File: src/common/riscv_wb_pkg.sv
package riscv_wb_pkg;

  ////////////////////////////////////////////////////////////////////////////
  // Sizes
  ////////////////////////////////////////////////////////////////////////////

  // Integer data width and instruction width
  localparam int XLEN       = 32;
  localparam int INSTR_SIZE = 32;

  // Data memory depth in words, 10 byte-address bits
  localparam int DMEM_WORDS = 256;
  localparam int DMEM_AW    = $clog2(DMEM_WORDS);

  // Reset values of the write-back state
  localparam logic [XLEN-1:0]       PC_INIT   = 32'h0000_0200;
  // addi x0,x0,0
  localparam logic [INSTR_SIZE-1:0] INSTR_NOP = 32'h0000_0013;

  ////////////////////////////////////////////////////////////////////////////
  // Opcodes and width codes
  ////////////////////////////////////////////////////////////////////////////

  // Major opcodes, instr[6:2]
  localparam logic [4:0] OPC_LOAD     = 5'b00000;
  localparam logic [4:0] OPC_MISC_MEM = 5'b00011;
  localparam logic [4:0] OPC_OP_IMM   = 5'b00100;
  localparam logic [4:0] OPC_STORE    = 5'b01000;
  localparam logic [4:0] OPC_OP       = 5'b01100;
  localparam logic [4:0] OPC_BRANCH   = 5'b11000;

  // Load widths, func3
  localparam logic [2:0] LB  = 3'b000;
  localparam logic [2:0] LH  = 3'b001;
  localparam logic [2:0] LW  = 3'b010;
  localparam logic [2:0] LBU = 3'b100;
  localparam logic [2:0] LHU = 3'b101;

  // Store widths, func3
  localparam logic [2:0] SB  = 3'b000;
  localparam logic [2:0] SH  = 3'b001;
  localparam logic [2:0] SW  = 3'b010;

  ////////////////////////////////////////////////////////////////////////////
  // Exceptions
  ////////////////////////////////////////////////////////////////////////////

  localparam int EXC_SIZE = 12;

  // Bit positions follow the mcause codes
  localparam int CAUSE_ILLEGAL            = 2;
  localparam int CAUSE_MISALIGNED_LOAD    = 4;
  localparam int CAUSE_LOAD_ACCESS_FAULT  = 5;
  localparam int CAUSE_MISALIGNED_STORE   = 6;
  localparam int CAUSE_STORE_ACCESS_FAULT = 7;

  ////////////////////////////////////////////////////////////////////////////
  // Stage records
  ////////////////////////////////////////////////////////////////////////////

  // Execute-stage record, 141 bits
  typedef struct packed {
    logic [XLEN-1:0]       pc;
    logic [INSTR_SIZE-1:0] instr;
    logic                  bubble;
    logic [EXC_SIZE-1:0]   exception;
    logic [XLEN-1:0]       r;
    logic [XLEN-1:0]       memadr;
  } ex_stage_t;

  // Data memory request, adr is a word index
  typedef struct packed {
    logic                 we;
    logic [XLEN/8-1:0]    be;
    logic [DMEM_AW-1:0]   adr;
    logic [XLEN-1:0]      wdata;
  } dmem_req_t;

  // Registered write-back state
  typedef struct packed {
    logic [XLEN-1:0]       pc;
    logic [INSTR_SIZE-1:0] instr;
    logic                  bubble;
    logic [EXC_SIZE-1:0]   exception;
    logic [XLEN-1:0]       badaddr;
  } wb_stage_t;

  // Register file write port
  typedef struct packed {
    logic            we;
    logic [4:0]      dst;
    logic [XLEN-1:0] data;
  } rf_wr_t;

endpackage

File: src/design/lsu/riscv_load_align.sv
module riscv_load_align (
  input  logic [riscv_wb_pkg::XLEN-1:0] rdata,
  input  logic [2:0]                    func3,
  input  logic [1:0]                    adr_lo,
  output logic [riscv_wb_pkg::XLEN-1:0] q
);

  localparam int XLEN = riscv_wb_pkg::XLEN;

  logic [7:0]  qb;
  logic [15:0] qh;

  // Addressed byte of the read word
  assign qb = rdata[{adr_lo, 3'b000} +: 8];

  // Addressed halfword, aligned loads only reach here
  assign qh = adr_lo[1] ? rdata[31:16] : rdata[15:0];

  // Sign or zero extension by the load width
  always_comb begin
    case (func3)
      riscv_wb_pkg::LB:  q = {{(XLEN-8){qb[7]}}, qb};
      riscv_wb_pkg::LBU: q = {{(XLEN-8){1'b0}}, qb};
      riscv_wb_pkg::LH:  q = {{(XLEN-16){qh[15]}}, qh};
      riscv_wb_pkg::LHU: q = {{(XLEN-16){1'b0}}, qh};
      // LW and unknown codes take the whole word
      default:           q = rdata;
    endcase
  end

endmodule

File: config.mk
export PLATFORM = sky130hd
export DESIGN_NAME = riscv_load_align
export DESIGN_NICKNAME = d
export VERILOG_FILES = /design/src/common/riscv_wb_pkg.sv /design/src/design/lsu/riscv_load_align.sv
export SDC_FILE = /design/constraint.sdc
export NUM_CORES = 1
export LEC_CHECK = 0
export ABC_CLOCK_PERIOD_IN_PS = 2570
export CAP_MARGIN = 20
export CELL_PAD_IN_SITES_DETAIL_PLACEMENT = 0
export CELL_PAD_IN_SITES_GLOBAL_PLACEMENT = 1
export CORE_ASPECT_RATIO = 1.4
export CORE_MARGIN = 2
export CORE_UTILIZATION = 25
export DETAILED_ROUTE_END_ITERATION = 16
export DONT_BUFFER_PORTS = 1
export PLACE_DENSITY_LB_ADDON = 0.1
export REMOVE_ABC_BUFFERS = 1
export SYNTH_ARGS = -nofsm -noshare
export SYNTH_HDL_FRONTEND = slang
export SYNTH_SLANG_ARGS = --single-unit
File: constraint.sdc
create_clock -name vclk -period 2.57
set_input_delay 0.3855 -clock vclk [all_inputs]
set_output_delay 0.3855 -clock vclk [all_outputs]
set_load 0.01 [all_outputs]
# [Word-level counts from Yosys, hierarchy flattened]
# Cells that the tools add are included.
[totals] reg_bits=0 input_bits=37 output_inout_bits=32 elab_cells=7
[classes] n_eq_ne=3 shifts=1 n_mux=2 reduce_logical=1
[ops] cell="$pmux W32 S4" n=1
[ops] cell="$shiftx A32 B6 Y8" n=1
[ops] cell="$mux W16" n=1
[ops] cell="$eq A3 B3 Y1 const B" n=2
[ops] cell="$eq A3 B1 Y1 const B" n=1
[ops] cell="$logic_not A3 Y1" n=1

# [Logic depth before layout (Yosys ltp)]
[depth] word_depth=2 depth_mapped=5 ltp_nobuf=3

# [Worst setup path before layout]
# Ideal clock, no wire load.
[synth_timing] path_type="input port to output port" startpoint="input func3[0]" endpoint="output q[17] (netlist name)" t_arrival_ps=1336 t_required_ps=2184 setup_slack_ps=849 path_stages=5 cell_sequence="buf_4 > nor3_1 > a22oi_4 > buf_6 > a2bb2oi_1"
[synth_via] elab_chain_len=2 elab_cells_between_ends=5 cone_classes="eq/ne (3); mux (1); reduce/logical (1)"
[synth_rtl] item="start: declaration" line_no="riscv_load_align.sv:3" rtl="input logic [2:0] func3,"
[synth_rtl] item="$eq A3 B3 Y1, or another cell as far along" line_no="riscv_load_align.sv:21" rtl="case (func3)"
[synth_rtl] item="$pmux W32 S4 (*)" line_no="riscv_load_align.sv:21"
[synth_rtl] item="end: declaration" line_no="riscv_load_align.sv:5" rtl="output logic [riscv_wb_pkg::XLEN-1:0] q"
# Mark *: on every way between the ends. The rest lies on a longest branch, timed or not.

# [Worst setup path after layout]
[layout_timing] startpoint="input adr_lo[0]" endpoint="output q[15] (netlist name)"
[layout_via] elab_chain_len=2
[layout_rtl] item="start: declaration" line_no="riscv_load_align.sv:4" rtl="input logic [1:0] adr_lo,"
[layout_rtl] item="$shiftx A32 B6 Y8" line_no="riscv_load_align.sv:14" rtl="assign qb = rdata[{adr_lo, 3'b000} +: 8];"
[layout_rtl] item="$pmux W32 S4" line_no="riscv_load_align.sv:21"
# No other way between the ends.

==> results.py <==
metrics = {
    "drt": {
        "vias": 800,
        "drt-total-wl_um": 2840,
        "viasPerCell": 6.11,
        "drt_pass1_iterations": 4,
        "wl_per_cell_um": 21.7,
        "drc": 0,
        "drt_iter0_drc": 18,
        "ant_nets": 0,
    },
    "final_layout": {
        "drive_above_1_share_pct": 31.9,
        "design.seq.count": 0,
        "antennaDiodeCount": 0,
        "clock_buffer_count": 0,
        "final_common_cell": "a2bb2oi_2",
        "area_growth_pct": 1.92,
        "mostFrequentLayoutCells": "14 x a2bb2oi_2, 10 x nor2b_1, 7 x a21oi_1",
        "seq_area_um2": 0,
        "fin_nets": 130,
    },
    "setup_path": {
        "worstPathMaxFanout": 10,
        "end_kind": "primary output",
        "path_delay_family": "compound AO/OA/AOI/OAI gates",
        "worstSetupStartpoint": "adr_lo[0]",
        "path_cells": "mux2_2, a22oi_4, buf_4, o221ai_1",
        "cp_slowest_cell": "mux2_2",
        "path_depth": 4,
        "start_kind": "primary input",
        "cp_num_buf_inv": 1,
        "cp_data_required_time_ps": 2180,
        "crit_end": "q[15]",
        "cp.arrival_ps": 1530,
        "cpPeakStageDelay_ps": 340,
        "crit_type": "primary input to primary output",
    },
    "grt": {
        "grt_first_pass_wirelength_um": 4320,
        "top_usage_layer": "met2",
        "grtUsageMet3_pct": 3.07,
        "grt_use_met2_pct": 24.7,
        "grt_pass1_vias": 805,
        "track_usage_pct": 14.5,
        "overflow": 0,
        "grt_max_degree": 22,
        "grt_use_met1_pct": 19.7,
        "antenna_found_initial": 0,
    },
    "sta": {
        "max_freq_mhz": 522,
        "post-route-period-util_pct": 74.5,
        "finalSetupViolations": 0,
        "hold_slack_ps": 903,
        "rsz0062_at_grt": "false",
        "hold_viol_final": 0,
        "fin_tns_setup_ps": 0,
        "tightest_slew_ps": 415,
        "relSlewSlack_pct": 72.2,
        "min_period_ps": 1920,
        "maxSlewViolCount": 0,
    },
    "worst_hold_path": {
        "whs_path_depth": 1,
        "hold_class": "primary input to primary output",
    },
    "die": {
        "io_pins": 69,
        "rows": 25,
        "dieArea_um2": 3870,
        "die_w_um": 53.2,
        "start_util_pct": 25.5,
        "die_h_um": 72.8,
        "design.core.area_um2": 3320,
    },
    "logic_synthesis": {
        "postSynthAreaPerCell_um2": 8.81,
        "syn_area_um2": 846,
        "ys_types": 28,
        "yosysWarningCount": 0,
        "seq_area_frac_synth_pct": 0,
        "syn_inst": 96,
    },
    "clock_network": {
        "cts_hold_buffers": 0,
        "cts_resized": 0,
        "post_cts_buffers": 0,
    },
    "run_status": {
        "status": "complete, no violations",
    },
    "placed_design": {
        "portBuffers": 0,
        "gp_congestion": 0.666,
        "dpl.hpwl_um": 2180,
    },
    "power": {
        "ir_drop_v": 0.0000632,
        "power.density_nw_per_um2": 205,
        "leakage_nw": 0.318,
    },
    "job": {
        "maxCapViolations": 0,
    },
}
-- metrics by stage --
step	setup slack (ps)	cell area, µm²	instances	utilization (%)	power [mW]
2_1_floorplan	596	774	86	-	0.150
3_3_place_gp	676	862	131	26.0	0.179
3_5_place_dp	654	862	131	26.0	0.179
4_1_cts	655	862	131	26.0	0.179
5_1_grt	562	862	131	26.0	0.191
6_report	654	862	131	26.0	0.177
-- worst min-delay path by stage --
stage	start	endpoint	slack, ps
finish	rdata[16]	q[16]	900
global route	rdata[24]	q[24]	910
CTS	rdata[21]	q[21]	900
detailed placement	rdata[21]	q[21]	900
global placement	rdata[26]	q[26]	900
floorplan	func3[1]	q[11]	900
-- cell usage after synthesis --
cell type	count	area share, %
a2bb2oi_2	14	25
nor2b_1	10	7.4
a21oi_1	7	4.1
a221o_1	6	7.1
a2bb2oi_1	6	6.2
mux2i_1	6	7.1
nand2_1	5	2.2
o221ai_1	5	5.2
clkbuf_1	4	1.8
mux2_2	4	5.3
nor2_1	4	1.8
buf_4	3	2.7
buf_6	3	4.0
o21a_1	3	2.7
a22o_1	2	2.1
and3_1	2	1.5
a211oi_1	1	0.89
a22oi_4	1	2.5
clkinv_1	1	0.44
inv_1	1	0.44
mux2_4	1	1.8
nand2b_1	1	0.74
nor3_1	1	0.59
nor3b_2	1	1.5
nor4b_1	1	1.0
o21ai_2	1	1.0
o31a_4	1	2.1
or3b_2	1	1.0
-- cells by family (layout without fill, tap and decap cells) --
logic type,Yosys count,count (layout),synth area share [%]
AO/OA/AOI/OAI,47,47,58.7
AND/OR/NAND/NOR,26,26,17.8
buffers and inverters,12,7,9.32
multiplexers,11,11,14.2
-- final cells by class --
type / count / area, µm²
fill: 397 / 2450
timing repair buffer: 5 / 37.5
inverter: 2 / 7.51
tap: 40 / 50.0
multi-input combinational: 84 / 767
-- report_power, final --
group	internal [mW]	switching, mW
clock network	0	0
logic	0.0813	0.0953
registers	0	0
total	0.0813	0.0953
-- per-layer routing --
metal / wire, µm / up-vias
met2: 1410 / 43
met1: 1160 / 375
met5: 0 / -
li1: - / 382
met3: 265 / 0
met4: 0 / 0
No activity file was read; power rests on OpenSTA's default activity.
