==> src/common/riscv_wb_pkg.sv <==
package riscv_wb_pkg;

  ////////////////////////////////////////////////////////////////////////////
  // Sizes
  ////////////////////////////////////////////////////////////////////////////

  // Integer data width and instruction width
  localparam int XLEN       = 32;
  localparam int INSTR_SIZE = 32;

  // Data memory depth in words, 10 byte-address bits
  localparam int DMEM_WORDS = 256;
  localparam int DMEM_AW    = $clog2(DMEM_WORDS);

  // Reset values of the write-back state
  localparam logic [XLEN-1:0]       PC_INIT   = 32'h0000_0200;
  // addi x0,x0,0
  localparam logic [INSTR_SIZE-1:0] INSTR_NOP = 32'h0000_0013;

  ////////////////////////////////////////////////////////////////////////////
  // Opcodes and width codes
  ////////////////////////////////////////////////////////////////////////////

  // Major opcodes, instr[6:2]
  localparam logic [4:0] OPC_LOAD     = 5'b00000;
  localparam logic [4:0] OPC_MISC_MEM = 5'b00011;
  localparam logic [4:0] OPC_OP_IMM   = 5'b00100;
  localparam logic [4:0] OPC_STORE    = 5'b01000;
  localparam logic [4:0] OPC_OP       = 5'b01100;
  localparam logic [4:0] OPC_BRANCH   = 5'b11000;

  // Load widths, func3
  localparam logic [2:0] LB  = 3'b000;
  localparam logic [2:0] LH  = 3'b001;
  localparam logic [2:0] LW  = 3'b010;
  localparam logic [2:0] LBU = 3'b100;
  localparam logic [2:0] LHU = 3'b101;

  // Store widths, func3
  localparam logic [2:0] SB  = 3'b000;
  localparam logic [2:0] SH  = 3'b001;
  localparam logic [2:0] SW  = 3'b010;

  ////////////////////////////////////////////////////////////////////////////
  // Exceptions
  ////////////////////////////////////////////////////////////////////////////

  localparam int EXC_SIZE = 12;

  // Bit positions follow the mcause codes
  localparam int CAUSE_ILLEGAL            = 2;
  localparam int CAUSE_MISALIGNED_LOAD    = 4;
  localparam int CAUSE_LOAD_ACCESS_FAULT  = 5;
  localparam int CAUSE_MISALIGNED_STORE   = 6;
  localparam int CAUSE_STORE_ACCESS_FAULT = 7;

  ////////////////////////////////////////////////////////////////////////////
  // Stage records
  ////////////////////////////////////////////////////////////////////////////

  // Execute-stage record, 141 bits
  typedef struct packed {
    logic [XLEN-1:0]       pc;
    logic [INSTR_SIZE-1:0] instr;
    logic                  bubble;
    logic [EXC_SIZE-1:0]   exception;
    logic [XLEN-1:0]       r;
    logic [XLEN-1:0]       memadr;
  } ex_stage_t;

  // Data memory request, adr is a word index
  typedef struct packed {
    logic                 we;
    logic [XLEN/8-1:0]    be;
    logic [DMEM_AW-1:0]   adr;
    logic [XLEN-1:0]      wdata;
  } dmem_req_t;

  // Registered write-back state
  typedef struct packed {
    logic [XLEN-1:0]       pc;
    logic [INSTR_SIZE-1:0] instr;
    logic                  bubble;
    logic [EXC_SIZE-1:0]   exception;
    logic [XLEN-1:0]       badaddr;
  } wb_stage_t;

  // Register file write port
  typedef struct packed {
    logic            we;
    logic [4:0]      dst;
    logic [XLEN-1:0] data;
  } rf_wr_t;

endpackage

==> src/design/riscv_regfile.sv <==
module riscv_regfile (
  input  logic                          clk,
  input  logic                          rstn,
  input  riscv_wb_pkg::rf_wr_t          rf_wr,
  input  logic [4:0]                    radr,
  output logic [riscv_wb_pkg::XLEN-1:0] rdata
);

  localparam int NREGS = 32;

  logic [riscv_wb_pkg::XLEN-1:0] regs [NREGS];

  ////////////////////////////////////////////////////////////////////////////
  // Write port
  ////////////////////////////////////////////////////////////////////////////

  // All registers clear on reset
  // Writes to x0 are dropped
  always_ff @(posedge clk or negedge rstn) begin
    if (!rstn) begin
      for (int i = 0; i < NREGS; i++) begin
        regs[i] <= '0;
      end
    end else if (rf_wr.we && rf_wr.dst != 5'd0) begin
      regs[rf_wr.dst] <= rf_wr.data;
    end
  end

  ////////////////////////////////////////////////////////////////////////////
  // Read port
  ////////////////////////////////////////////////////////////////////////////

  // Combinational, x0 hardwired to zero
  assign rdata = (radr == 5'd0) ? '0 : regs[radr];

endmodule

==> config.mk <==
export PLATFORM = sky130hd
export DESIGN_NAME = riscv_regfile
export DESIGN_NICKNAME = d
export VERILOG_FILES = /design/src/common/riscv_wb_pkg.sv /design/src/design/riscv_regfile.sv
export SDC_FILE = /design/constraint.sdc
export NUM_CORES = 1
export LEC_CHECK = 0
export BUFFER_PORTS_ARGS = -buffer_cell sky130_fd_sc_hd__buf_2
export CAP_MARGIN = 10
export CELL_PAD_IN_SITES_DETAIL_PLACEMENT = 1
export CELL_PAD_IN_SITES_GLOBAL_PLACEMENT = 2
export CORE_ASPECT_RATIO = 1.2
export CORE_UTILIZATION = 30
export CTS_BUF_LIST = sky130_fd_sc_hd__clkbuf_8 sky130_fd_sc_hd__clkbuf_16
export DETAILED_ROUTE_END_ITERATION = 8
export PLACE_DENSITY_LB_ADDON = 0.2
export SLEW_MARGIN = 25
export SYNTH_ARGS = -nofsm -noshare
export SYNTH_HDL_FRONTEND = slang
export SYNTH_SLANG_ARGS = --single-unit
export TNS_END_PERCENT = 10
==> constraint.sdc <==
create_clock -name clk -period 2.3 [get_ports clk]
set_clock_uncertainty 0.15 [all_clocks]
set_input_delay 0.345 -clock clk [delete_from_list [all_inputs] [get_ports clk]]
set_output_delay 0.345 -clock clk [all_outputs]
set_load 0.005 [all_outputs]
---- Word-level counts from Yosys, hierarchy flattened ----
Cells that the tools add are included.
word-level totals
  logic and storage cells ................. 48
  output and inout port bits .............. 32
  bits of input ports ..................... 45
  register bits after elaboration ......... 1024
cells by class
  bitwise logic cells ..................... 2
  muxes and demuxes ....................... 7
  $lt $le $gt $ge ......................... 3
  reductions and logical operators ........ 4
operators by type and width
  cell                                                                           number
  1024-bit bitwise mux                                                           1
  32-bit binary-select mux with 5-bit select                                     1
  32-bit demux with 5-bit select                                                 1
  32-bit 2-to-1 mux                                                              4
  6-bit greater-or-equal comparator (second input constant)                      2
  5-bit NOT with 6-bit output                                                    2
  6-bit by 1-bit less-than comparator with 1-bit output (second input constant)  1
  5-bit zero test                                                                1
  5-bit nonzero test                                                             1
  1-bit logical AND                                                              2

---- Longest topological paths before layout ----
  word-level depth ........................ 6
  depth in mapped cells ................... 7
  gate-level depth less buffers ........... 4

---- Worst setup path after synthesis ----
OpenSTA, ideal clock, no wires.
  path kind ............................... input-to-output
  start point ............................. input port radr[4]
  end point ............................... output port rdata[1] in the netlist's numbering
  data required time ...................... 1805 ps
  buffers on the path ..................... 3
  path slack .............................. 209 ps
  stages on the path ...................... 7
  arrival ................................. 1596 ps
  cells stage by stage .................... buf_2 -> or2_1 -> clkbuf_1 -> or4_4 -> clkbuf_1 -> o21ai_1 -> a311oi_1
on the way
  cells in the longest elaborated chain, start to end .. 5
  elaborated cells on any way between the ends .. 6
  those cells by class .................... 4 x mux; 1 x bitwise; 1 x reduce/logical
RTL lines
  what                                                   line                 text
  start, declared                                        riscv_regfile.sv:5   input logic [4:0] radr,
  5-bit NOT with 6-bit output (not written as such)      riscv_regfile.sv:34  assign rdata = (radr == 5'd0) ? '0 : regs[radr];
  32-bit binary-select mux with 5-bit select             riscv_regfile.sv:34
  32-bit 2-to-1 mux (not written as such) (2 in series)  riscv_regfile.sv:34
  32-bit 2-to-1 mux *                                    riscv_regfile.sv:34
  end, declared                                          riscv_regfile.sv:6   output logic [riscv_wb_pkg::XLEN-1:0] rdata
Mark *: on every way between the ends. The rest lies on a longest branch, timed or not. The select of a mux whose other input is x is not followed.

---- Worst setup path after layout ----
  start point ............................. register regs[524] in the netlist's numbering
  end point ............................... output port rdata[12] in the netlist's numbering
on the way
  cells in the longest elaborated chain, start to end .. 4
RTL lines
  what                                                   line                 text
  start, declared                                        riscv_regfile.sv:11  logic [riscv_wb_pkg::XLEN-1:0] regs [NREGS];
  start signal, assigned by index                        riscv_regfile.sv:25  regs[rf_wr.dst] <= rf_wr.data;
  32-bit binary-select mux with 5-bit select             riscv_regfile.sv:34
  32-bit 2-to-1 mux (not written as such) (2 in series)  riscv_regfile.sv:34
  32-bit 2-to-1 mux                                      riscv_regfile.sv:34
No other way between the ends. The select of a mux whose other input is x is not followed.

==> out/qor.yml <==
synth:
  syn_nets: 2994
  yosys-top-cells-area: "dfrtp_1 55%, mux2_2 24%, mux4_2 11%"
  synth_largest_type_area_fraction_pct: 55.21
  syn_area_per_cell_um2: 15.74
  syn_area_um2: 46420
  netlist_top_cells_count: "1024 x dfrtp_1, 994 x mux2_2, 224 x mux4_2, 151 x clkbuf_1, 105 x buf_2"
  synth_edf_count: 0
  ys_seq_elements: 1024
  synthFlopType: "dfrtp_1"
  synth_most_common_cell: "dfrtp_1"
  ys_seq_area_share_pct: 55.21
  ys_types: 35
  postSynthCellCount: 2949
  synthArstFlopShare_pct: 100.0
  ys_warn_count: 0
  yosysTopAreaCell: "dfrtp_1"
floorplan:
  die_w_um: 361.1
  io_pins: 77
  initial_core_util_pct: 30.33
  core_area_um2: 153000
  rows: 157
  dieArea_um2: 156300
  fp.dieH_um: 432.9
sta:
  fin_crit_ps: 2951
  period_share_pct: 128.3
  timing.fmax_mhz: 338.9
  final-setup-viol-count: 32
  fin_tns_setup_ps: -17710
  rsz0062_at_grt: "true"
  hold_ws_ps: 89.99
  max_slew_margin_pct: 48.98
  tightestPinTransition_ps: 763.6
  finalMaxSlewViolations: 0
  setup_ws_ps: -650.9
  finalHoldViolCount: 0
clocking:
  cts-htree-levels: 3
  clk_pin_slew_ps: 60
  cts_tree: "yes"
  cts_inserted_buffers: 115
  insertion_delay_ps: 720
  root_buffer: "clkbuf_16"
  cts_max_path_buffers: 3
  cts.sinks: 1024
detailed_routing:
  wl_met2_um: 77310
  vias_per_cell: 5.240
  met3_length_um: 5126
  drt_first_pass_iters: 7
  dr.first_iter.drc_count: 1369
  ant_nets: 0
  wl_met1_um: 66450
  drc: 0
  routed-via-count: 27268
  finalWirelength_um: 154000
  highest_layer: "met5"
  wire_per_inst_um: 29.59
global_routing:
  grt_overflow: 0
  grt_util_all_layers_pct: 20.20
  grt_pass1_wl_um: 228400
  antenna_found_initial: 21
  grt_max_degree: 96
  grt_pass1_vias: 31453
setup_path:
  rr_worst_depth: 2
  critPathKind: "reg2out"
  critPathArrivalTime_ps: 2460
  worstPathRequired_ps: 1800
  path_cells: "mux4_2, mux2_4, o21ai_4, a311oi_2, buf_4, buf_2"
  r2r_slack_ps: 1260
  max_stage_delay_ps: 480
  end_kind: "output pin"
  worstReg2RegEnd: "regs[588]$_DFFE_PN0P_"
  setup.worst_path.start: "regs[524]$_DFFE_PN0P_"
  worst-path-stages: 6
  rr_startpoint: "regs[588]$_DFFE_PN0P_"
  worstSetupStartpointType: "register"
  crit_buf_inv: 2
  path_delay_family: "multiplexers"
  cp_max_fo: 2
  critPathSlowestCell: "mux4_2"
  crit_end: "rdata[12]"
cells_and_area:
  area_growth_pct: 19.64
  largestRegisters: "regs (1024)"
  regMostFlops: "regs"
  utilization_pct: 36.29
  final_cell_area_um2: 55530
  stdcell_count: 5204
  largest_reg_flops: 1024
  drive_gt1_share_pct: 59.21
  nets: 3165
placed_design:
  place_inst: 4985
  port-buffer-count: 76
  gp_congestion: 0.7568
  placed_cell_area_um2: 51110
  hpwl_um: 97480
  place_ws_ps: -761.0
power:
  ir_worst_vdd_mv: 0.6236
  power_mw: 49.75
  power.density_nw_per_um2: 895.9
  power_leakage_nw: 24.69
worst_hold_path:
  hold_class: "in2reg"
  hold_start: "rf_wr[25]"
run_status:
  violations: "negative setup slack"
  status: "finished, violations left"
job:
  drv_cap: 0
[cell families (layout without fill, tap and decap cells)]
group / count (synthesis) / in the layout / synth area share (%)
mux: 1312 / 1312 / 37.09
other cells: 0 / 3 / 0
buf+inv: 323 / 588 / 3.607
compound gates: 183 / 183 / 2.849
simple gates: 107 / 107 / 1.248
flops: 1024 / 1024 / 55.21
[final cells by class]
cell class / count / area (um^2)
Antenna cell: 3 / 7.507
Clock buffer: 149 / 3391
Clock inverter: 62 / 411.6
Fill cell: 15250 / 97490
Inverter: 1 / 6.256
Multi-Input combinational cell: 1602 / 19820
Sequential cell: 1024 / 25620
Tap cell: 1987 / 2486
Timing Repair Buffer: 376 / 3785
[worst min-delay path by stage]
stage,to,slack (ps),cells after the start
final,regs[953]$_DFFE_PN0P_,90,2
after global routing,regs[792]$_DFFE_PN0P_,80,2
after CTS,regs[632]$_DFFE_PN0P_,20,2
after detailed placement,regs[502]$_DFFE_PN0P_,140,1
after global placement,regs[502]$_DFFE_PN0P_,130,1
after floorplan,regs[0]$_DFFE_PN0P_,-100,0
[worst reg2reg max path, stage by stage, from the launching register on]
cell     delay (ps)
dfrtp_1         380
buf_4           130
mux2_2          260
[power breakdown]
group	total (mW)	internal [mW]	switching [mW]
registers	23.2	21.4	1.76
clock network	18.4	10.7	7.66
logic	8.19	4.87	3.32
[per-layer routing]
metal	vias to the layer above	global-route usage, %
met3	274	2.852
met1	15128	26.15
li1	11306	-
met5	-	0
met2	538	34.47
met4	22	6.983
[layout by cell type (no fill, tap or decap), types with 12 or more instances in the layout]
| cell | Yosys | layout |
|---|---|---|
| nand2_1 | 34 | 19 |
| mux4_2 | 224 | 224 |
| mux2_4 | 0 | 12 |
| a221oi_1 | 22 | 17 |
| a311oi_2 | 0 | 17 |
| nand2_2 | 0 | 13 |
| mux2_1 | 30 | 30 |
| mux2_2 | 994 | 982 |
| o21ai_1 | 52 | 27 |
| dfrtp_1 | 1024 | 1024 |
| o21ai_2 | 0 | 27 |
| nor2b_1 | 33 | 30 |
| clkbuf_16 | 0 | 119 |
| a22oi_1 | 32 | 22 |
| inv_1 | 0 | 34 |
| buf_2 | 105 | 70 |
| mux2i_1 | 64 | 64 |
| buf_4 | 44 | 212 |
| clkinv_2 | 0 | 18 |
| clkbuf_8 | 0 | 30 |
| a211oi_2 | 0 | 24 |
| buf_12 | 0 | 87 |
| nor2_4 | 0 | 17 |
| a311oi_1 | 32 | 13 |
[what timing repair did]
item                                    4_1_cts  5_1_grt
hold buffers                                  2        0
endpoints found under the setup margin       32       32
gates resized for setup                      90       27
pin swaps                                    16        9
setup buffers                                 1        2
endpoints found under the hold margin       659        0
Power figures use the tool's default switching activity.
