## src/common/riscv_wb_pkg.sv

```systemverilog
package riscv_wb_pkg;

  ////////////////////////////////////////////////////////////////////////////
  // Sizes
  ////////////////////////////////////////////////////////////////////////////

  // Integer data width and instruction width
  localparam int XLEN       = 32;
  localparam int INSTR_SIZE = 32;

  // Data memory depth in words, 10 byte-address bits
  localparam int DMEM_WORDS = 256;
  localparam int DMEM_AW    = $clog2(DMEM_WORDS);

  // Reset values of the write-back state
  localparam logic [XLEN-1:0]       PC_INIT   = 32'h0000_0200;
  // addi x0,x0,0
  localparam logic [INSTR_SIZE-1:0] INSTR_NOP = 32'h0000_0013;

  ////////////////////////////////////////////////////////////////////////////
  // Opcodes and width codes
  ////////////////////////////////////////////////////////////////////////////

  // Major opcodes, instr[6:2]
  localparam logic [4:0] OPC_LOAD     = 5'b00000;
  localparam logic [4:0] OPC_MISC_MEM = 5'b00011;
  localparam logic [4:0] OPC_OP_IMM   = 5'b00100;
  localparam logic [4:0] OPC_STORE    = 5'b01000;
  localparam logic [4:0] OPC_OP       = 5'b01100;
  localparam logic [4:0] OPC_BRANCH   = 5'b11000;

  // Load widths, func3
  localparam logic [2:0] LB  = 3'b000;
  localparam logic [2:0] LH  = 3'b001;
  localparam logic [2:0] LW  = 3'b010;
  localparam logic [2:0] LBU = 3'b100;
  localparam logic [2:0] LHU = 3'b101;

  // Store widths, func3
  localparam logic [2:0] SB  = 3'b000;
  localparam logic [2:0] SH  = 3'b001;
  localparam logic [2:0] SW  = 3'b010;

  ////////////////////////////////////////////////////////////////////////////
  // Exceptions
  ////////////////////////////////////////////////////////////////////////////

  localparam int EXC_SIZE = 12;

  // Bit positions follow the mcause codes
  localparam int CAUSE_ILLEGAL            = 2;
  localparam int CAUSE_MISALIGNED_LOAD    = 4;
  localparam int CAUSE_LOAD_ACCESS_FAULT  = 5;
  localparam int CAUSE_MISALIGNED_STORE   = 6;
  localparam int CAUSE_STORE_ACCESS_FAULT = 7;

  ////////////////////////////////////////////////////////////////////////////
  // Stage records
  ////////////////////////////////////////////////////////////////////////////

  // Execute-stage record, 141 bits
  typedef struct packed {
    logic [XLEN-1:0]       pc;
    logic [INSTR_SIZE-1:0] instr;
    logic                  bubble;
    logic [EXC_SIZE-1:0]   exception;
    logic [XLEN-1:0]       r;
    logic [XLEN-1:0]       memadr;
  } ex_stage_t;

  // Data memory request, adr is a word index
  typedef struct packed {
    logic                 we;
    logic [XLEN/8-1:0]    be;
    logic [DMEM_AW-1:0]   adr;
    logic [XLEN-1:0]      wdata;
  } dmem_req_t;

  // Registered write-back state
  typedef struct packed {
    logic [XLEN-1:0]       pc;
    logic [INSTR_SIZE-1:0] instr;
    logic                  bubble;
    logic [EXC_SIZE-1:0]   exception;
    logic [XLEN-1:0]       badaddr;
  } wb_stage_t;

  // Register file write port
  typedef struct packed {
    logic            we;
    logic [4:0]      dst;
    logic [XLEN-1:0] data;
  } rf_wr_t;

endpackage

```

## src/design/lsu/riscv_lsu.sv

```systemverilog
module riscv_lsu (
  input  riscv_wb_pkg::ex_stage_t            ex,
  output riscv_wb_pkg::dmem_req_t            req,
  output logic [riscv_wb_pkg::EXC_SIZE-1:0]  exception
);

  logic [4:0] opcode;
  logic [2:0] func3;
  logic [1:0] adr_lo;
  logic       is_load;
  logic       is_store;
  // log2 of the access size in bytes
  logic [1:0] sz;
  logic       misaligned;
  logic       access;
  logic [3:0] lane_mask;

  ////////////////////////////////////////////////////////////////////////////
  // Decode
  ////////////////////////////////////////////////////////////////////////////

  assign opcode = ex.instr[6:2];
  assign func3  = ex.instr[14:12];
  assign adr_lo = ex.memadr[1:0];

  // Bubbles never count as memory instructions
  assign is_load  = ~ex.bubble & (opcode == riscv_wb_pkg::OPC_LOAD);
  assign is_store = ~ex.bubble & (opcode == riscv_wb_pkg::OPC_STORE);

  // Access size from func3, unknown codes act as a word
  always_comb begin
    if (is_store) begin
      case (func3)
        riscv_wb_pkg::SB: sz = 2'd0;
        riscv_wb_pkg::SH: sz = 2'd1;
        riscv_wb_pkg::SW: sz = 2'd2;
        default:          sz = 2'd2;
      endcase
    end else begin
      case (func3)
        riscv_wb_pkg::LB, riscv_wb_pkg::LBU: sz = 2'd0;
        riscv_wb_pkg::LH, riscv_wb_pkg::LHU: sz = 2'd1;
        riscv_wb_pkg::LW:                    sz = 2'd2;
        default:                             sz = 2'd2;
      endcase
    end
  end

  // Halfwords need an even address, words a multiple of four
  assign misaligned = ((sz == 2'd1) & adr_lo[0]) | ((sz == 2'd2) & (|adr_lo));

  // Byte lanes touched by the access
  always_comb begin
    case (sz)
      2'd0:    lane_mask = 4'b0001 << adr_lo;
      2'd1:    lane_mask = 4'b0011 << adr_lo;
      default: lane_mask = 4'b1111;
    endcase
  end

  ////////////////////////////////////////////////////////////////////////////
  // Request and exceptions
  ////////////////////////////////////////////////////////////////////////////

  // Excepted or misaligned instructions never reach the memory
  assign access = (is_load | is_store) & ~(|ex.exception) & ~misaligned;

  assign req.we    = access & is_store;
  assign req.be    = access ? lane_mask : 4'b0000;
  assign req.adr   = ex.memadr[riscv_wb_pkg::DMEM_AW+1:2];
  // Store data moved up into its byte lanes
  assign req.wdata = ex.r << {adr_lo, 3'b000};

  always_comb begin
    exception = ex.exception;
    exception[riscv_wb_pkg::CAUSE_MISALIGNED_LOAD]  = ex.exception[riscv_wb_pkg::CAUSE_MISALIGNED_LOAD] |
                                                      (is_load & misaligned);
    exception[riscv_wb_pkg::CAUSE_MISALIGNED_STORE] = ex.exception[riscv_wb_pkg::CAUSE_MISALIGNED_STORE] |
                                                      (is_store & misaligned);
  end

  // Written lanes stay inside [adr_lo, adr_lo + size) of the addressed word
  always_comb begin
    for (int i = 0; i < 4; i++) begin
      if (req.we && req.be[i]) begin
        assert (i >= int'(adr_lo) && i < int'(adr_lo) + (1 << sz))
          else $error("lsu: byte enable %0d outside addressed lanes", i);
      end
    end
  end

endmodule

```

## config.mk

```make
export PLATFORM = sky130hd
export DESIGN_NAME = riscv_lsu
export DESIGN_NICKNAME = d
export VERILOG_FILES = /design/src/common/riscv_wb_pkg.sv /design/src/design/lsu/riscv_lsu.sv
export SDC_FILE = /design/constraint.sdc
export NUM_CORES = 1
export LEC_CHECK = 0
export ABC_CLOCK_PERIOD_IN_PS = 2700
export BUFFER_PORTS_ARGS = -buffer_cell sky130_fd_sc_hd__buf_2
export CELL_PAD_IN_SITES_DETAIL_PLACEMENT = 1
export CELL_PAD_IN_SITES_GLOBAL_PLACEMENT = 2
export CORE_AREA = 2 2 90 110
export DETAILED_ROUTE_END_ITERATION = 12
export DIE_AREA = 0 0 92 112
export GPL_TIMING_DRIVEN = 0
export PLACE_DENSITY_LB_ADDON = 0.1
export REMOVE_ABC_BUFFERS = 1
export SYNTH_ARGS = -nofsm -noshare
export SYNTH_HDL_FRONTEND = slang
export SYNTH_SLANG_ARGS = --single-unit
```

## constraint.sdc

```tcl
create_clock -name vclk -period 2.7
set_input_delay 0.81 -clock vclk [all_inputs]
set_output_delay 0.81 -clock vclk [all_outputs]
set_load 0.005 [all_outputs]
```

* Word level (Yosys, flattened, before mapping)
Index checks and enable logic that the tools add are counted.
Word-level totals: flip-flop bits (word level) 0, latch bits 0, bits in writable memories 0, ROM bits 0, input bits 141, memories kept 0
Cells by class: add/sub/neg operators 0, $mul 0, divide/modulo/power cells 0, $lt $le $gt $ge 0, eq/ne operators 6, shift-type cells 3, multiplexer cells 5, bitwise operators 16, reductions and logical operators 7
Operators with widths (number):
- 32-bit by 5-bit << shifter with 32-bit output | 1
- 12-bit OR reduction | 1
- 1-bit AND | 9
- 2-bit one-hot mux with 2 select lines | 2
- 4-bit one-hot mux with 2 select lines | 1
- 3-bit == test (second input constant) | 2
- 2-bit OR reduction | 3
- 5-bit by 4-bit == test with 1-bit output (second input constant) | 1
- 5-bit zero test | 1
- 4-bit two-way mux | 1
- 1-bit bitwise OR | 4
- 1-bit by 2-bit << shifter with 4-bit output (first input constant) | 1
- 2-bit by 2-bit << shifter with 4-bit output (first input constant) | 1
- 3-bit by 1-bit == test with 1-bit output (second input constant) | 1
- 3-bit zero test | 1
- 1-bit NOT | 3
- 2-bit by 1-bit == test with 1-bit output (second input constant) | 1
- 2-bit == test (second input constant) | 1
- 2-bit zero test | 1
- 2-bit two-way mux | 1

* Depth between registers and ports, before layout
Gate-level depths: netlist (run 1).
word-level depth 10, gate-level depth with buffers 5

* Least setup slack after synthesis (run 1)
OpenSTA, ideal clock, no wires.
path kind input-to-output, start input port ex[80] (netlist name), end output port req[44] (netlist name), data arrival time 1683 ps, slack 207 ps, cell stages on the path 4, cell sequence nor3_2 > nor3b_4 > nand4_4 > nor3_2
RTL lines:
- start: declaration | line riscv_lsu.sv:2 | input riscv_wb_pkg::ex_stage_t ex,
- end: declaration | line riscv_lsu.sv:3 | output riscv_wb_pkg::dmem_req_t req,

==> flow_metrics.env, run 1 <==
export IMPL_drt_iter0_markers=12
export IMPL_antenna_cells=0
export IMPL_min_to="req[39]"
export IMPL_via_count=1242
export IMPL_crit_fanout=5
export IMPL_hold_path_class="primary input to primary output"
export IMPL_design_seq_count=0
export IMPL_ant_nets=0
export IMPL_period_share=1.012
export IMPL_ys_seq_area_frac=0
export IMPL_total_power_mw=0.2026
export IMPL_dr_pass1_iters=4
export IMPL_coreArea_um2=9271
export IMPL_syn_area_per_cell_um2=6.968
export IMPL_avgRoutedWirePerCell_um=13.06
export IMPL_relSlewSlack=0.7455
export IMPL_synth_area_leaders="mux2i_1 18%, buf_4 15%, a211oi_1 6.6%"
export IMPL_crit_family="simple AND/OR/NAND/NOR gates"
export IMPL_pwr_density_cell_nw_per_um2=137.7
export IMPL_fin_nets=352
export IMPL_cp_end_kind="primary output"
export IMPL_tightestPinTransition_ps=378.6
export IMPL_fmax_mhz=366.0
export IMPL_die_w_um=92
export IMPL_required_ps=1890
export IMPL_clock_buffers=0
export IMPL_path_cells="buf_6 -> nor3_4 -> nor3b_4 -> nand4_4 -> a31oi_1 -> buf_2"
export IMPL_grt_start_max_net_pins=43
export IMPL_timing_max_cap_violations=0
export IMPL_grt_pass1_vias=1369
export IMPL_postCtsHoldBufs=0
export IMPL_die_y_um=112
export IMPL_fin_setup_tns_ps=-47.40
export IMPL_portBuffers=104
export IMPL_syn_inst=130
export IMPL_synth_top_area_frac=0.1768
export IMPL_antenna_found_initial=0
export IMPL_drive_gt1_frac=0.5742
export IMPL_ios=198
export IMPL_yosys_area_top_type="mux2i_1"
export IMPL_fill_cells=1168
export IMPL_multi_input_area_um2=749.5
export IMPL_ff_latch_area_um2=0
export IMPL_p_leak_nw=0.7432
export IMPL_utilization=0.1587
export IMPL_num_rows=39
export IMPL_final_area_um2=1471
export IMPL_outcome="complete, but fails checks"
export IMPL_die_area_um2=10300
export IMPL_violations="negative setup slack"
export IMPL_initial_core_util=0.09771
export IMPL_drcViolationCount=0
export IMPL_critPathKind="primary input to primary output"
export IMPL_avgViaCountPerCell=3.741
export IMPL_grt_overflow_total=0
export IMPL_grtUsageTotal=0.07623
export IMPL_layout_min_cycle_time_ps=2732
export IMPL_holdPathStages=0
export IMPL_synth_cell_area_um2=905.9
export IMPL_hold_slack_ps=1620
export IMPL_routed_wl_um=4335
export IMPL_hold_viol=0
export IMPL_hp_start="ex[9]"
export IMPL_cp_start_kind="primary input"
export IMPL_grt_pass1_wl_um=6555
export IMPL_setup_ws_ps=-32.45
export IMPL_place_gp_congestion=0.6170
export IMPL_ys_types=30
export IMPL_setup_viol=2
export IMPL_cp_slowest_cell="nor3b_4"
export IMPL_placed_area_um2=1399
export IMPL_area_delta_synth_final_pct=62.43
export IMPL_arrival_ps=1920
export IMPL_slew_violations=0
export IMPL_critPathMaxStageDelay_ps=290
export IMPL_rsz0062_at_grt="yes"
export IMPL_cp_num_buf_inv=2
export IMPL_yosysWarnings=0
export IMPL_irDropWorstVdd_uv=110.9
export IMPL_hpwl_um=3535
## placed cells by master, fill, tap and decap left out, types with 2 or more instances in the layout
master	instances
a211oi_1	8
a21oi_1	9
and2_1	8
buf_2	100
buf_4	3
buf_6	4
mux2i_1	16
nand2_1	10
nand4b_1	2
nor2_1	9
nor2b_1	8
nor3_2	4
nor4_2	2
o21ai_0	7
o21ai_1	2
xor2_1	2
## power by group
part	leakage [nW]	switching, mW	internal [mW]
Sequential	0	0	0
Clock	0	0	0
Combinational	0.743	0.103	0.0995
Total	0.743	0.103	0.0995
## through the flow
stage	worst slack (ps)	cells
final	-32.45	332
after global routing	-118.6	332
after CTS	-87.51	331
after detailed placement	-625.0	329
after global placement	-613.4	329
after floorplan	207.2	102
## how the worst max path moves through the flow
stage,from,end,slack [ps],cells past startpoint
after CTS,ex[81],req[43],-90,6
final,ex[81],req[43],-30,6
after global routing,ex[81],req[44],-120,7
after floorplan,ex[80],req[44],210,4
after detailed placement,ex[1],req[43],-620,5
after global placement,ex[1],req[43],-610,5
## logic make-up after synthesis
logic type	Yosys count	share of synthesized area
xor+xnor	2	0.01934
compound gates	32	0.2113
buf+inv	28	0.2003
simple gates	52	0.3923
mux	16	0.1768
## Yosys cell counts (2+ instances only)
library cell and number:
a211oi_1 8, a21oi_1 10, and2_1 8, buf_2 7, buf_4 18, clkbuf_1 2, mux2i_1 16, nand2_1 10
nand4b_1 2, nor2_1 10, nor2b_1 8, nor3_2 5, o21ai_0 7, o21ai_1 2, xor2_1 2
## what timing repair did
action                                  in CTS  in global routing
pin swaps                                    4                  3
endpoints found under the hold margin        0                  0
endpoints found under the setup margin      39                 12
gates resized for setup                     11                  1
setup buffers                                2                  1
## area by class of cell
class / instances / share of cell area
tap: 123 / 0.1046
multi-input combinational: 102 / 0.5094
timing repair buffer: 107 / 0.3861
## per-layer routing
layer	up-vias	GRT usage	part of all wire
met2	85	0.1520	0.50
met4	0	0	0
met3	0	0.02571	0.12
li1	604	-	-
met5	-	0	0
met1	553	0.08128	0.37
No activity file was read; power rests on OpenSTA's default activity.
==> run 2, diff against run 1 <==
Settings changed: ABC_CLOCK_PERIOD_IN_PS 2700 to 2400, MAX_ROUTING_LAYER set to met4.
Clock period 2.7 ns to 2.4 ns, I/O delays scaled along.
==> run 2 against run 1 <==
Compared with the run above: the run still ends with negative setup slack left; wire length rose by 0.44%; via count rose by 0.56%; clock-buffer cell count did not move; final cell count rose by 0.30%; critical path depth did not move; non-clock buffer count rose by 1; combinational power rose by 14%; power rose by 14%; worst setup slack got worse by 110 ps; sequential share of layout area did not move; die area did not move; utilization rose by 0.26 points; critical path type unchanged; highest routed layer unchanged.
==> flow_metrics.env, run 2 (same netlist as run 1, synthesis figures left out) <==
export IMPL_outcome="complete, but fails checks"
export IMPL_violations="negative setup slack"
export IMPL_setup_ws_ps=-138.7
export IMPL_final_area_um2=1495
export IMPL_crit_fanout=5
export IMPL_antenna_cells=0
export IMPL_grt_pass1_vias=1384
export IMPL_hold_viol=0
export IMPL_cp_end_kind="primary output"
export IMPL_critPathKind="primary input to primary output"
export IMPL_place_gp_congestion=0.6215
export IMPL_drive_gt1_frac=0.5762
export IMPL_irDropWorstVdd_uv=126.0
export IMPL_p_leak_nw=0.7541
export IMPL_multi_input_area_um2=749.5
export IMPL_ant_nets=0
export IMPL_drcViolationCount=0
export IMPL_fmax_mhz=393.9
export IMPL_design_seq_count=0
export IMPL_rsz0062_at_grt="yes"
export IMPL_layout_commonest_cell="buf_2"
export IMPL_antenna_found_initial=0
export IMPL_coreArea_um2=9271
export IMPL_portBuffers=104
export IMPL_num_rows=39
export IMPL_avgRoutedWirePerCell_um=13.08
export IMPL_ios=198
export IMPL_arrival_ps=1820
export IMPL_die_w_um=92
export IMPL_avgViaCountPerCell=3.751
export IMPL_period_share=1.058
export IMPL_grt_overflow_total=0
export IMPL_grt_start_max_net_pins=43
export IMPL_die_area_um2=10300
export IMPL_crit_end="req[43]"
export IMPL_placed_area_um2=1399
export IMPL_slew_violations=0
export IMPL_cp_slowest_cell="nor3b_4"
export IMPL_ff_latch_area_um2=0
export IMPL_startpoint="ex[81]"
export IMPL_timing_max_cap_violations=0
export IMPL_clock_buffers=0
export IMPL_layout_min_cycle_time_ps=2539
export IMPL_cp_start_kind="primary input"
export IMPL_via_count=1249
export IMPL_fin_nets=353
export IMPL_relSlewSlack=0.7496
export IMPL_fill_cells=1170
export IMPL_area_delta_synth_final_pct=65.05
export IMPL_hold_path_class="primary input to primary output"
export IMPL_required_ps=1680
export IMPL_layout_common_cells="100 x buf_2, 16 x mux2i_1, 10 x nand2_1, 9 x a21oi_1, 9 x nor2_1"
export IMPL_die_y_um=112
export IMPL_dr_pass1_iters=4
export IMPL_path_cells="buf_6 -> nor3_4 -> nor3b_4 -> nand4_4 -> a31oi_1 -> buf_2"
export IMPL_critPathMaxStageDelay_ps=290
export IMPL_grtUsageTotal=0.07875
export IMPL_setup_viol=7
export IMPL_pwr_density_cell_nw_per_um2=154.7
export IMPL_tightestPinTransition_ps=372.5
export IMPL_hold_slack_ps=1440
export IMPL_hpwl_um=3535
export IMPL_drt_iter0_markers=10
export IMPL_initial_core_util=0.09771
export IMPL_routed_wl_um=4354
export IMPL_grt_pass1_wl_um=6548
## run 2: cell types whose count changed in the layout (fill, tap and decap cells not counted), sizes merged
cell,change
buf,+1
## run 2: how the worst min path moves through the flow
stage,startpoint,end,slack (ps),depth (start not counted)
after floorplan,ex[64],exception[0],1440,0
after global placement,ex[3],req[33],1440,0
after detailed placement,ex[3],req[33],1440,0
after CTS,ex[3],req[33],1440,0
after global routing,ex[5],req[35],1440,0
final,ex[9],req[39],1440,0
## run 2: cell type report
cell class / instances / area share
multi-input cells: 102 / 0.5013
repair buffers: 108 / 0.3958
well taps: 123 / 0.1029
## run 2: per-stage QoR
stage	worst slack, ps	cells	total power, mW	TNS, ps	util
after floorplan	87.17	102	0.07760	0	-
after global placement	-733.4	329	0.2297	-16510	0.1509
after detailed placement	-745.0	329	0.2243	-15770	0.1509
after CTS	-207.2	332	0.2359	-968.3	0.1595
after global routing	-237.7	333	0.2599	-1353	0.1613
final	-138.7	333	0.2312	-593.9	0.1613
## run 2: metal layers
metal,share of wire,wire (um),track usage,up-vias
met3,0.10,443,0.01624,0
met4,0,0,0,0
met5,0,0,-,-
met1,0.38,1658,0.08415,558
li1,-,-,-,606
met2,0.52,2252,0.1564,85
## run 2: power by group
group	switching, mW	internal [mW]	total, mW
clock	0	0	0
sequential	0	0	0
combinational	0.116	0.115	0.231
total	0.116	0.115	0.231
## run 2: critical path, delay by kind of cell
| kind | cells | cell delay [ps] |
|---|---|---|
| buffers and inverters | 2 | 250 |
| AO/OA/AOI/OAI | 1 | 200 |
| AND/OR/NAND/NOR | 3 | 650 |
## run 2: what timing repair did
item / in CTS / in global routing
hold endpoints to repair: 0 / 0
pin swaps: 6 / 1
setup endpoints to repair: 39 / 14
hold buffers: 0 / 0
resized for setup: 14 / 3
setup buffers: 3 / 1
